## config.mk

```make
export PLATFORM = sky130hd
export DESIGN_NAME = pam_top
export DESIGN_NICKNAME = d
export VERILOG_FILES = /design/src/design/pam_bank_pkg.sv /design/src/design/pam_cmd_pkg.sv /design/src/design/pam_bank.sv /design/src/design/pam_result_collect.sv /design/src/design/pam_top.sv /design/src/design/pam_wb_slave.sv
export VERILOG_INCLUDE_DIRS = /design/src /design/src/design
export SDC_FILE = /design/constraint.sdc
export NUM_CORES = 2
export LEC_CHECK = 0
export BUFFER_PORTS_ARGS = -buffer_cell sky130_fd_sc_hd__buf_4
export CORE_ASPECT_RATIO = 0.5
export CORE_MARGIN = 2
export CORE_UTILIZATION = 56
export DETAILED_ROUTE_END_ITERATION = 10
export GPL_TIMING_DRIVEN = 0
export PLACE_DENSITY_LB_ADDON = 0.05
export SETUP_SLACK_MARGIN = 0.5
export SLEW_MARGIN = 30
export SYNTH_ARGS = -nofsm -noshare
export SYNTH_HDL_FRONTEND = slang
export SYNTH_SLANG_ARGS = --single-unit
```

## constraint.sdc

```tcl
create_clock -name clk -period 3.7 [get_ports clk]
set_input_delay 0.37 -clock clk [delete_from_list [all_inputs] [get_ports clk]]
set_output_delay 0.37 -clock clk [all_outputs]
set_load 0.02 [all_outputs]
```

## src/design/pam_consts.svh

```systemverilog
// Page allocator constants
`ifndef PAM_CONSTS_SVH
`define PAM_CONSTS_SVH

// ======================================================================
// Pool geometry
// ======================================================================

// Pages in one pool, page 0 included
`define PAM_PAGES 256

// Width of one bitmap word
`define PAM_WORD_BITS 32

// Bitmap words per pool, PAM_PAGES / PAM_WORD_BITS
`define PAM_WORDS 8

// ======================================================================
// System shape
// ======================================================================

// Independent pools, one per address-space bank
`define PAM_BANKS 4

// Wishbone data path width
`define PAM_BUS_W 32

`endif

```

## src/design/pam_bank_pkg.sv

```systemverilog
// Page pool internal types
`default_nettype none

`include "pam_consts.svh"

package pam_bank_pkg;

	// Pool FSM, clear loop plus read-modify-write paths
	typedef enum logic [3:0]
	{
		ST_CLEAR,
		ST_IDLE,
		ST_ALLOC_READ,
		ST_ALLOC_SCAN,
		ST_ALLOC_SET,
		ST_ALLOC_WRITE,
		ST_ALLOC_FULL,
		ST_FREE_READ,
		ST_FREE_CLEAR,
		ST_FREE_WRITE
	} bank_state_e;

	// One word of the page bitmap, a set bit marks a used page
	typedef logic [`PAM_WORD_BITS-1:0] map_word_t;

	// Index of a bitmap word
	typedef logic [$clog2(`PAM_WORDS)-1:0] word_idx_t;

endpackage

`default_nettype wire

```

## src/design/pam_cmd_pkg.sv

```systemverilog
// Page allocator bus types
`default_nettype none

`include "pam_consts.svh"

package pam_cmd_pkg;

	// Command opcode, carried in CMD write data bits 9:8
	typedef enum logic [1:0]
	{
		OP_NOP     = 2'd0,
		OP_ALLOC   = 2'd1,
		OP_FREE    = 2'd2,
		OP_FREEALL = 2'd3
	} pam_op_e;

	// Register selector, taken from adr_i bit 2
	typedef enum logic
	{
		REG_CMD    = 1'b0,
		REG_RESULT = 1'b1
	} pam_reg_e;

	// Page number, upper bits are the map word, lower bits the bit in it
	typedef logic [$clog2(`PAM_PAGES)-1:0] page_t;

	// Bank index, taken from adr_i bits 4:3
	typedef logic [$clog2(`PAM_BANKS)-1:0] bank_id_t;

endpackage

`default_nettype wire

```

## src/design/pam_bank.sv

```systemverilog
// Page pool
`timescale 1ns/1ps
`default_nettype none

`include "pam_consts.svh"

module pam_bank
(
	input  wire logic                 clk,
	input  wire logic                 rst,
	input  wire logic                 cmd_valid_i,
	input  wire pam_cmd_pkg::pam_op_e cmd_op_i,
	input  wire pam_cmd_pkg::page_t   cmd_page_i,
	output logic                      ready_o,
	output logic                      done_o,
	output pam_cmd_pkg::page_t        page_o,
	output logic                      full_o
);

	import pam_cmd_pkg::*;
	import pam_bank_pkg::*;

	localparam int BIT_W  = $clog2(`PAM_WORD_BITS);
	localparam int WIDX_W = $bits(word_idx_t);

	// Page bitmap, one bit per page
	map_word_t map_mem [`PAM_WORDS];

	bank_state_e state;
	word_idx_t   word_q;
	logic        from_cmd_q;

	// Working copy of the word under modification
	map_word_t         map_q;
	logic [BIT_W-1:0]  bit_q;

	// Scan result for map_q
	logic              any_clear;
	logic [BIT_W-1:0]  free_bit;

	// Page 0 reads back as used whatever the map holds
	map_word_t first_mask;
	logic      mem_we;
	map_word_t mem_wdata;

	assign ready_o    = (state == ST_IDLE);
	assign first_mask = map_word_t'(word_q == '0);

	// ======================================================================
	// Free bit search
	// ======================================================================

	// Ascending loop, so the highest clear bit wins
	always_comb
	begin
		any_clear = 1'b0;
		free_bit  = '0;
		for (int n = 0; n < `PAM_WORD_BITS; n++)
		begin
			if (!map_q[n])
			begin
				any_clear = 1'b1;
				free_bit  = BIT_W'(n);
			end
		end
	end

	// ======================================================================
	// Control FSM
	// ======================================================================

	always_ff @(posedge clk)
	begin
		if (rst)
		begin
			// Map is wiped by the clear loop, one word per cycle
			state      <= ST_CLEAR;
			word_q     <= '0;
			from_cmd_q <= 1'b0;
			done_o     <= 1'b0;
			page_o     <= '0;
			full_o     <= 1'b0;
		end
		else
		begin
			done_o <= 1'b0;
			case (state)
			ST_CLEAR:
			begin
				word_q <= word_q + word_idx_t'(1);
				if (word_q == word_idx_t'(`PAM_WORDS - 1))
				begin
					// Power-up clear completes silently, free-all reports back
					done_o     <= from_cmd_q;
					from_cmd_q <= 1'b0;
					page_o     <= '0;
					full_o     <= 1'b0;
					state      <= ST_IDLE;
				end
			end
			ST_IDLE:
				if (cmd_valid_i)
				begin
					case (cmd_op_i)
					OP_ALLOC:
					begin
						word_q <= '0;
						state  <= ST_ALLOC_READ;
					end
					OP_FREE:
					begin
						word_q <= cmd_page_i[BIT_W +: WIDX_W];
						state  <= ST_FREE_READ;
					end
					OP_FREEALL:
					begin
						word_q     <= '0;
						from_cmd_q <= 1'b1;
						state      <= ST_CLEAR;
					end
					default:
						// Nothing to do, complete at once
						done_o <= 1'b1;
					endcase
				end
			ST_ALLOC_READ:
				state <= ST_ALLOC_SCAN;
			ST_ALLOC_SCAN:
				if (any_clear)
					state <= ST_ALLOC_SET;
				else if (word_q == word_idx_t'(`PAM_WORDS - 1))
					state <= ST_ALLOC_FULL;
				else
				begin
					// Word is full, move on to the next one
					word_q <= word_q + word_idx_t'(1);
					state  <= ST_ALLOC_READ;
				end
			ST_ALLOC_SET:
				state <= ST_ALLOC_WRITE;
			ST_ALLOC_WRITE:
			begin
				page_o <= {word_q, bit_q};
				full_o <= 1'b0;
				done_o <= 1'b1;
				state  <= ST_IDLE;
			end
			ST_ALLOC_FULL:
			begin
				// No page left, hand back the reserved page 0
				page_o <= '0;
				full_o <= 1'b1;
				done_o <= 1'b1;
				state  <= ST_IDLE;
			end
			ST_FREE_READ:
				state <= ST_FREE_CLEAR;
			ST_FREE_CLEAR:
				state <= ST_FREE_WRITE;
			ST_FREE_WRITE:
			begin
				done_o <= 1'b1;
				state  <= ST_IDLE;
			end
			default:
				state <= ST_IDLE;
			endcase
		end
	end

	// ======================================================================
	// Bitmap datapath
	// ======================================================================

	assign mem_we = !rst &&
		(state == ST_CLEAR || state == ST_ALLOC_WRITE || state == ST_FREE_WRITE);
	assign mem_wdata = (state == ST_CLEAR) ? '0 : map_q;

	always_ff @(posedge clk)
	begin
		if (mem_we)
			map_mem[word_q] <= mem_wdata;
		case (state)
		ST_IDLE:
			// Bit index of a free request, replaced by the scan on alloc
			bit_q <= cmd_page_i[BIT_W-1:0];
		ST_ALLOC_READ,
		ST_FREE_READ:
			map_q <= map_mem[word_q] | first_mask;
		ST_ALLOC_SCAN:
			bit_q <= free_bit;
		ST_ALLOC_SET:
			map_q[bit_q] <= 1'b1;
		ST_FREE_CLEAR:
			map_q[bit_q] <= 1'b0;
		default:
			map_q <= map_q;
		endcase
	end

	// Slave only starts a pool that reports ready
	a_cmd_in_idle: assert property (@(posedge clk) disable iff (rst)
		cmd_valid_i |-> state == ST_IDLE);

endmodule

`default_nettype wire

```

## src/design/pam_result_collect.sv

```systemverilog
// Page allocator result registers
`timescale 1ns/1ps
`default_nettype none

`include "pam_consts.svh"

module pam_result_collect
(
	input  wire logic                                          clk,
	input  wire logic                                          rst,
	input  wire logic [`PAM_BANKS-1:0]                         done_i,
	input  wire logic [`PAM_BANKS*$bits(pam_cmd_pkg::page_t)-1:0] page_i,
	input  wire logic [`PAM_BANKS-1:0]                         full_i,
	input  wire logic [`PAM_BANKS-1:0]                         busy_i,
	input  wire pam_cmd_pkg::bank_id_t                         rd_sel_i,
	output logic [`PAM_BUS_W-1:0]                              dat_o
);

	import pam_cmd_pkg::*;

	localparam int PAGE_W = $bits(page_t);

	// RESULT word layout, page sits in the low bits
	localparam int FULL_BIT = 8;
	localparam int BUSY_BIT = 9;

	// Last outcome of each pool
	page_t                 page_q [`PAM_BANKS];
	logic [`PAM_BANKS-1:0] full_q;

	// ======================================================================
	// Completion capture
	// ======================================================================

	always_ff @(posedge clk)
	begin
		if (rst)
		begin
			for (int b = 0; b < `PAM_BANKS; b++)
				page_q[b] <= '0;
			full_q <= '0;
		end
		else
		begin
			// Each pool updates only its own entry
			for (int b = 0; b < `PAM_BANKS; b++)
			begin
				if (done_i[b])
				begin
					page_q[b] <= page_i[b*PAGE_W +: PAGE_W];
					full_q[b] <= full_i[b];
				end
			end
		end
	end

	// Read data for the latched bank, busy comes live from the pool
	always_comb
	begin
		dat_o             = '0;
		dat_o[PAGE_W-1:0] = page_q[rd_sel_i];
		dat_o[FULL_BIT]   = full_q[rd_sel_i];
		dat_o[BUSY_BIT]   = busy_i[rd_sel_i];
	end

	// One command at a time, so completions never overlap
	a_single_done: assert property (@(posedge clk) disable iff (rst)
		$onehot0(done_i));

endmodule

`default_nettype wire

```

## src/design/pam_top.sv

```systemverilog
// Page allocator top level
`timescale 1ns/1ps
`default_nettype none

`include "pam_consts.svh"

module pam_top
(
	input  wire logic                  clk,
	input  wire logic                  rst,
	input  wire logic                  cyc_i,
	input  wire logic                  stb_i,
	input  wire logic                  we_i,
	input  wire logic [4:0]            adr_i,
	input  wire logic [`PAM_BUS_W-1:0] dat_i,
	output logic [`PAM_BUS_W-1:0]      dat_o,
	output logic                       ack_o
);

	import pam_cmd_pkg::*;

	localparam int PAGE_W = $bits(page_t);

	// Slave to pools
	logic [`PAM_BANKS-1:0] cmd_valid;
	pam_op_e               cmd_op;
	page_t                 cmd_page;
	bank_id_t              rd_sel;

	// Pools to slave and collector
	logic [`PAM_BANKS-1:0]        bank_ready;
	logic [`PAM_BANKS-1:0]        bank_done;
	logic [`PAM_BANKS-1:0]        bank_full;
	logic [`PAM_BANKS-1:0]        bank_busy;
	logic [`PAM_BANKS*PAGE_W-1:0] bank_page;

	assign bank_busy = ~bank_ready;

	pam_wb_slave u_slave
	(
		.clk          (clk),
		.rst          (rst),
		.cyc_i        (cyc_i),
		.stb_i        (stb_i),
		.we_i         (we_i),
		.adr_i        (adr_i),
		.dat_i        (dat_i),
		.bank_ready_i (bank_ready),
		.bank_done_i  (bank_done),
		.ack_o        (ack_o),
		.cmd_valid_o  (cmd_valid),
		.cmd_op_o     (cmd_op),
		.cmd_page_o   (cmd_page),
		.rd_sel_o     (rd_sel)
	);

	// ======================================================================
	// Page pools
	// ======================================================================

	for (genvar b = 0; b < `PAM_BANKS; b++)
	begin : g_bank
		pam_bank u_bank
		(
			.clk         (clk),
			.rst         (rst),
			.cmd_valid_i (cmd_valid[b]),
			.cmd_op_i    (cmd_op),
			.cmd_page_i  (cmd_page),
			.ready_o     (bank_ready[b]),
			.done_o      (bank_done[b]),
			.page_o      (bank_page[b*PAGE_W +: PAGE_W]),
			.full_o      (bank_full[b])
		);
	end

	pam_result_collect u_collect
	(
		.clk      (clk),
		.rst      (rst),
		.done_i   (bank_done),
		.page_i   (bank_page),
		.full_i   (bank_full),
		.busy_i   (bank_busy),
		.rd_sel_i (rd_sel),
		.dat_o    (dat_o)
	);

endmodule

`default_nettype wire

```

## src/design/pam_wb_slave.sv

```systemverilog
// Page allocator Wishbone slave
`timescale 1ns/1ps
`default_nettype none

`include "pam_consts.svh"

module pam_wb_slave
(
	input  wire logic                   clk,
	input  wire logic                   rst,
	input  wire logic                   cyc_i,
	input  wire logic                   stb_i,
	input  wire logic                   we_i,
	input  wire logic [4:0]             adr_i,
	input  wire logic [`PAM_BUS_W-1:0]  dat_i,
	input  wire logic [`PAM_BANKS-1:0]  bank_ready_i,
	input  wire logic [`PAM_BANKS-1:0]  bank_done_i,
	output logic                        ack_o,
	output logic [`PAM_BANKS-1:0]       cmd_valid_o,
	output pam_cmd_pkg::pam_op_e        cmd_op_o,
	output pam_cmd_pkg::page_t          cmd_page_o,
	output pam_cmd_pkg::bank_id_t       rd_sel_o
);

	import pam_cmd_pkg::*;

	// Transfer tracking, one command in flight at most
	typedef enum logic [1:0]
	{
		SL_IDLE,
		SL_WAIT_READY,
		SL_WAIT_DONE
	} slave_state_e;

	slave_state_e state;

	// Decoded view of the current bus request
	bank_id_t adr_bank;
	pam_reg_e adr_reg;
	pam_op_e  wr_op;
	logic     req;

	assign adr_bank = adr_i[4:3];
	assign adr_reg  = pam_reg_e'(adr_i[2]);
	assign wr_op    = pam_op_e'(dat_i[9:8]);

	// Master keeps stb_i up through the ack cycle, so mask that cycle out
	assign req = cyc_i && stb_i && !ack_o;

	// ======================================================================
	// Control FSM
	// ======================================================================

	always_ff @(posedge clk)
	begin
		if (rst)
		begin
			state       <= SL_IDLE;
			ack_o       <= 1'b0;
			cmd_valid_o <= '0;
			rd_sel_o    <= '0;
		end
		else
		begin
			// Ack and start are single-cycle pulses
			ack_o       <= 1'b0;
			cmd_valid_o <= '0;
			case (state)
			SL_IDLE:
				if (req)
				begin
					// Bank is latched for both reads and commands
					rd_sel_o <= adr_bank;
					if (we_i && adr_reg == REG_CMD && wr_op != OP_NOP)
						state <= SL_WAIT_READY;
					else
						// Reads, NOPs and RESULT writes finish next cycle
						ack_o <= 1'b1;
				end
			SL_WAIT_READY:
				// Only stalls while the pool runs its power-up clear
				if (bank_ready_i[rd_sel_o])
				begin
					cmd_valid_o[rd_sel_o] <= 1'b1;
					state                 <= SL_WAIT_DONE;
				end
			SL_WAIT_DONE:
				if (bank_done_i[rd_sel_o])
				begin
					ack_o <= 1'b1;
					state <= SL_IDLE;
				end
			default:
				state <= SL_IDLE;
			endcase
		end
	end

	// Command payload, shared by all banks
	always_ff @(posedge clk)
	begin
		if (state == SL_IDLE && req)
		begin
			cmd_op_o   <= wr_op;
			cmd_page_o <= dat_i[$bits(page_t)-1:0];
		end
	end

	// ======================================================================
	// Checks
	// ======================================================================

	// Master holds the cycle open until it has seen the ack
	a_ack_in_cycle: assert property (@(posedge clk) disable iff (rst)
		ack_o |-> cyc_i);

	// A start never lands on a pool that is still busy
	a_start_to_ready: assert property (@(posedge clk) disable iff (rst)
		(cmd_valid_o & ~bank_ready_i) == '0);

endmodule

`default_nettype wire

```

==> qor.yml <==
die:
  die_w_um: 450
  rows: 81
  fp.dieH_um: 227
  dieArea_sq_mm: 0.102
  core_sq_mm: 0.0982
  ios: 75
  initial_core_util: 0.568
clock_network:
  numCtsBuffers: 110
  clock_latency_ps: 730
  clock_sink_count: 1313
  htree_levels: 3
  cts_tree: "built"
  clkTransAtPathRegs_ps: 70
  clk_path_buf_depth: 3
  root_buffer: "clkbuf_16"
pwr:
  ir_drop_mv: 0.399
  leakagePower_nw: 19.5
  finalPower_mw: 31.0
  power_density_mw_per_mm2: 487
logic_synthesis:
  synth-simple-area-share: 0.0773
  ys_ff_latch: 1313
  synth_top_family_by_area: "multiplexers"
  syn_avg_cell_area_sq_um: 16.2
  synth_compound_area_frac: 0.0511
  ys_seq_area_frac: 0.689
  synthCells: 3435
  synthAdderAreaFrac: 0.00381
  synth-edff-count: 1214
  synthMuxAreaShare: 0.157
  ys.flop_type: "edfxtp_1"
  synth_xor_area_frac: 0.00141
  synth-async-reset-ratio: 0
  synth_warnings: 0
  netlist_area_sq_mm: 0.0558
  synth_cell_types: 65
worst_hold_path:
  hold_class: "in -> reg"
final_layout:
  drive_gt1_frac: 0.211
  layout.nets: 3750
  final-seq-area_sq_mm: 0.0384
  final_util: 0.646
  multi_input_area_sq_mm: 0.0166
  area_delta_synth_final_pct: 13.8
  final_common_cell: "edfxtp_1"
  mostFrequentLayoutCells: "1214 x edfxtp_1, 267 x mux4_2, 238 x nand2_1"
  fillers: 6960
  layout.cells.non_filler: 5112
routing:
  post_drt_via_cell_ratio: 6.33
  drt_iter0_drc: 4054
  vias: 32344
  wl_um: 133000
  ant_nets: 0
  first_pass_iters: 5
  drc: 0
  wl_per_cell_um: 26.1
grt:
  gr-usage-all-layers: 0.263
  grt_max_degree: 21
  grt_pass1_vias: 31527
  grt_pass1_wl_um: 200000
  antenna_found_initial: 1
  grt.overflow.total: 0
setup_path:
  worstPathArrival_ps: 3450
  cp-start-kind: "flip-flop"
  crit_path_max_incr_delay_ps: 620
  path_max_fanout: 10
  critPathSlowestCell: "a2111o_1"
  crit_chain: "buf_4, clkbuf_1, nand3_1, a2111o_1, nor3_4, buf_6, buf_6"
  criticalPathCategory: "reg -> reg"
  cp_data_required_time_ps: 4130
  path_common_cell: "buf_6"
  crit_path_end_kind: "flip-flop"
timing:
  setup_viol: 0
  fin_tns_setup_ps: 0
  period_share: 0.818
  clock_skew_ps: 17.5
  worst_pin_slew_ps: 960
  max_freq_ghz: 0.331
  hold_slack_ps: 134
  relSlewSlack: 0.360
  rsz0062_at_grt: "false"
  hold_violations: 0
  finalCriticalPeriod_ps: 3030
  maxSlewViolCount: 0
outcome:
  status: "complete, no violations"
place:
  dp_hpwl_um: 90800
  io_buffer_count: 28
  placed_cells: 4890
  gp_congestion: 0.945
job:
  maxCapViolCount: 0
## critical path, delay by kind of cell (launching register included)
kind            cells  cell delay (ps)
simple gates        2              730
buf+inv             4             1060
compound gates      1              620
flops               1              310
## layer usage
layer	global-route usage	wire, um
met5	0	0
met4	0.0681	2940
met3	0.0418	10700
met2	0.382	58200
met1	0.417	61500
## cell usage after synthesis, types with 4 or more instances
| library cell | instances | area, sq um |
|---|---|---|
| nor2b_2 | 4 | 35.0 |
| or3_1 | 6 | 37.5 |
| o211ai_1 | 9 | 67.6 |
| nor3b_1 | 13 | 97.6 |
| nor4b_2 | 4 | 60.1 |
| a21boi_0 | 8 | 60.1 |
| a22oi_1 | 32 | 240 |
| nand2b_1 | 35 | 219 |
| mux2_2 | 124 | 1400 |
| a21o_1 | 10 | 75.1 |
| buf_4 | 28 | 210 |
| and2_1 | 41 | 257 |
| a31oi_1 | 38 | 238 |
| a32o_1 | 8 | 80.1 |
| o21bai_1 | 6 | 45.0 |
| nand4_1 | 49 | 307 |
| a211o_1 | 7 | 61.3 |
| clkbuf_1 | 107 | 402 |
| o21ai_0 | 163 | 816 |
| nand3b_1 | 23 | 173 |
| or2_2 | 4 | 25.0 |
| a211oi_1 | 18 | 135 |
| a311oi_1 | 23 | 201 |
| nand3_1 | 45 | 225 |
| xor2_1 | 5 | 43.8 |
| or4_1 | 5 | 37.5 |
| ha_1 | 17 | 213 |
| nand2_1 | 238 | 893 |
| nor4_1 | 11 | 68.8 |
| buf_1 | 28 | 105 |
| inv_1 | 47 | 176 |
| a21oi_1 | 93 | 465 |
| mux4_2 | 267 | 6010 |
| nor3_1 | 43 | 215 |
| mux2i_1 | 134 | 1340 |
| dfxtp_1 | 99 | 1980 |
| nor2b_1 | 127 | 795 |
| o21a_1 | 10 | 75.1 |
| buf_2 | 50 | 250 |
| xnor2_1 | 4 | 35.0 |
| edfxtp_1 | 1214 | 36500 |
| o2111ai_1 | 6 | 52.6 |
| nor2_1 | 192 | 721 |
## final cells by class
type | instances | area share
Clock inverter | 58 | 0.00857
Buffer | 214 | 0.0154
Timing Repair Buffer | 123 | 0.0321
Multi-Input combinational cell | 1882 | 0.262
Antenna cell | 2 | 0.0000788
Tap cell | 1328 | 0.0262
Sequential cell | 1313 | 0.605
Clock buffer | 145 | 0.0474
Inverter | 47 | 0.00278
## per-stage QoR
stage | area, sq um | setup WS (ps)
finish | 63500 | 675
global route | 63500 | 536
detailed placement | 59800 | 565
global placement | 57800 | -1380
floorplan | 55900 | 526
CTS | 63400 | 530
## power breakdown
group / leakage, nW / total [mW] / internal, mW / switching [mW]
registers: 11.1 / 16.7 / 16.6 / 0.140
clock network: 1.73 / 11.6 / 6.41 / 5.24
logic: 6.74 / 2.57 / 1.18 / 1.39
total: 19.5 / 31.0 / 24.2 / 6.77
## state kept, by name (all words and copies together), names as in the netlist, named ones only
signal                    count
u_slave.ack_o                 1
u_slave.cmd_page_o            8
u_collect.full_q              4
u_slave.rd_sel_o              2
u_collect.page_q             32
g_bank.u_bank.full_o          4
g_bank.u_bank.word_q         12
g_bank.u_bank.done_o          4
g_bank.u_bank.map_mem      1024
u_slave.state                 2
g_bank.u_bank.state          16
g_bank.u_bank.from_cmd_q      4
g_bank.u_bank.bit_q          20
g_bank.u_bank.page_o         32
u_slave.cmd_op_o              2
u_slave.cmd_valid_o           4
g_bank.u_bank.map_q         128
## timing repair
action | CTS | global route
buffers inserted | 0 | 4
hold buffers | 13 | 0
resized for setup | 0 | 2
setup endpoints to repair | 0 | 50
hold endpoints to repair | 18 | 0
## worst paths after layout
kind                                  start                             end  slack (ps)  cells past startpoint
hold / removal                     adr_i[2]                u_slave.state[0]         130                      6
hold reg to reg         u_collect.full_q[2]             u_collect.full_q[2]         500                      2
setup / recovery  g_bank[2].u_bank.state[3]  g_bank[2].u_bank.map_mem[1][5]         670                      7
setup reg to reg  g_bank[2].u_bank.state[3]  g_bank[2].u_bank.map_mem[1][5]         670                      7
## cell families (layout without fill, tap and decap cells)
logic type               after synthesis  count (layout)
flip-flops                          1313            1313
multiplexers                         525             525
AND/OR/NAND/NOR                      857             857
XOR/XNOR                               9               9
other                                  1              24
adder cells (fa/ha/maj)               17              17
AO/OA/AOI/OAI                        452             452
buffers and inverters                261             587
(Power assumes the default switching activity.)
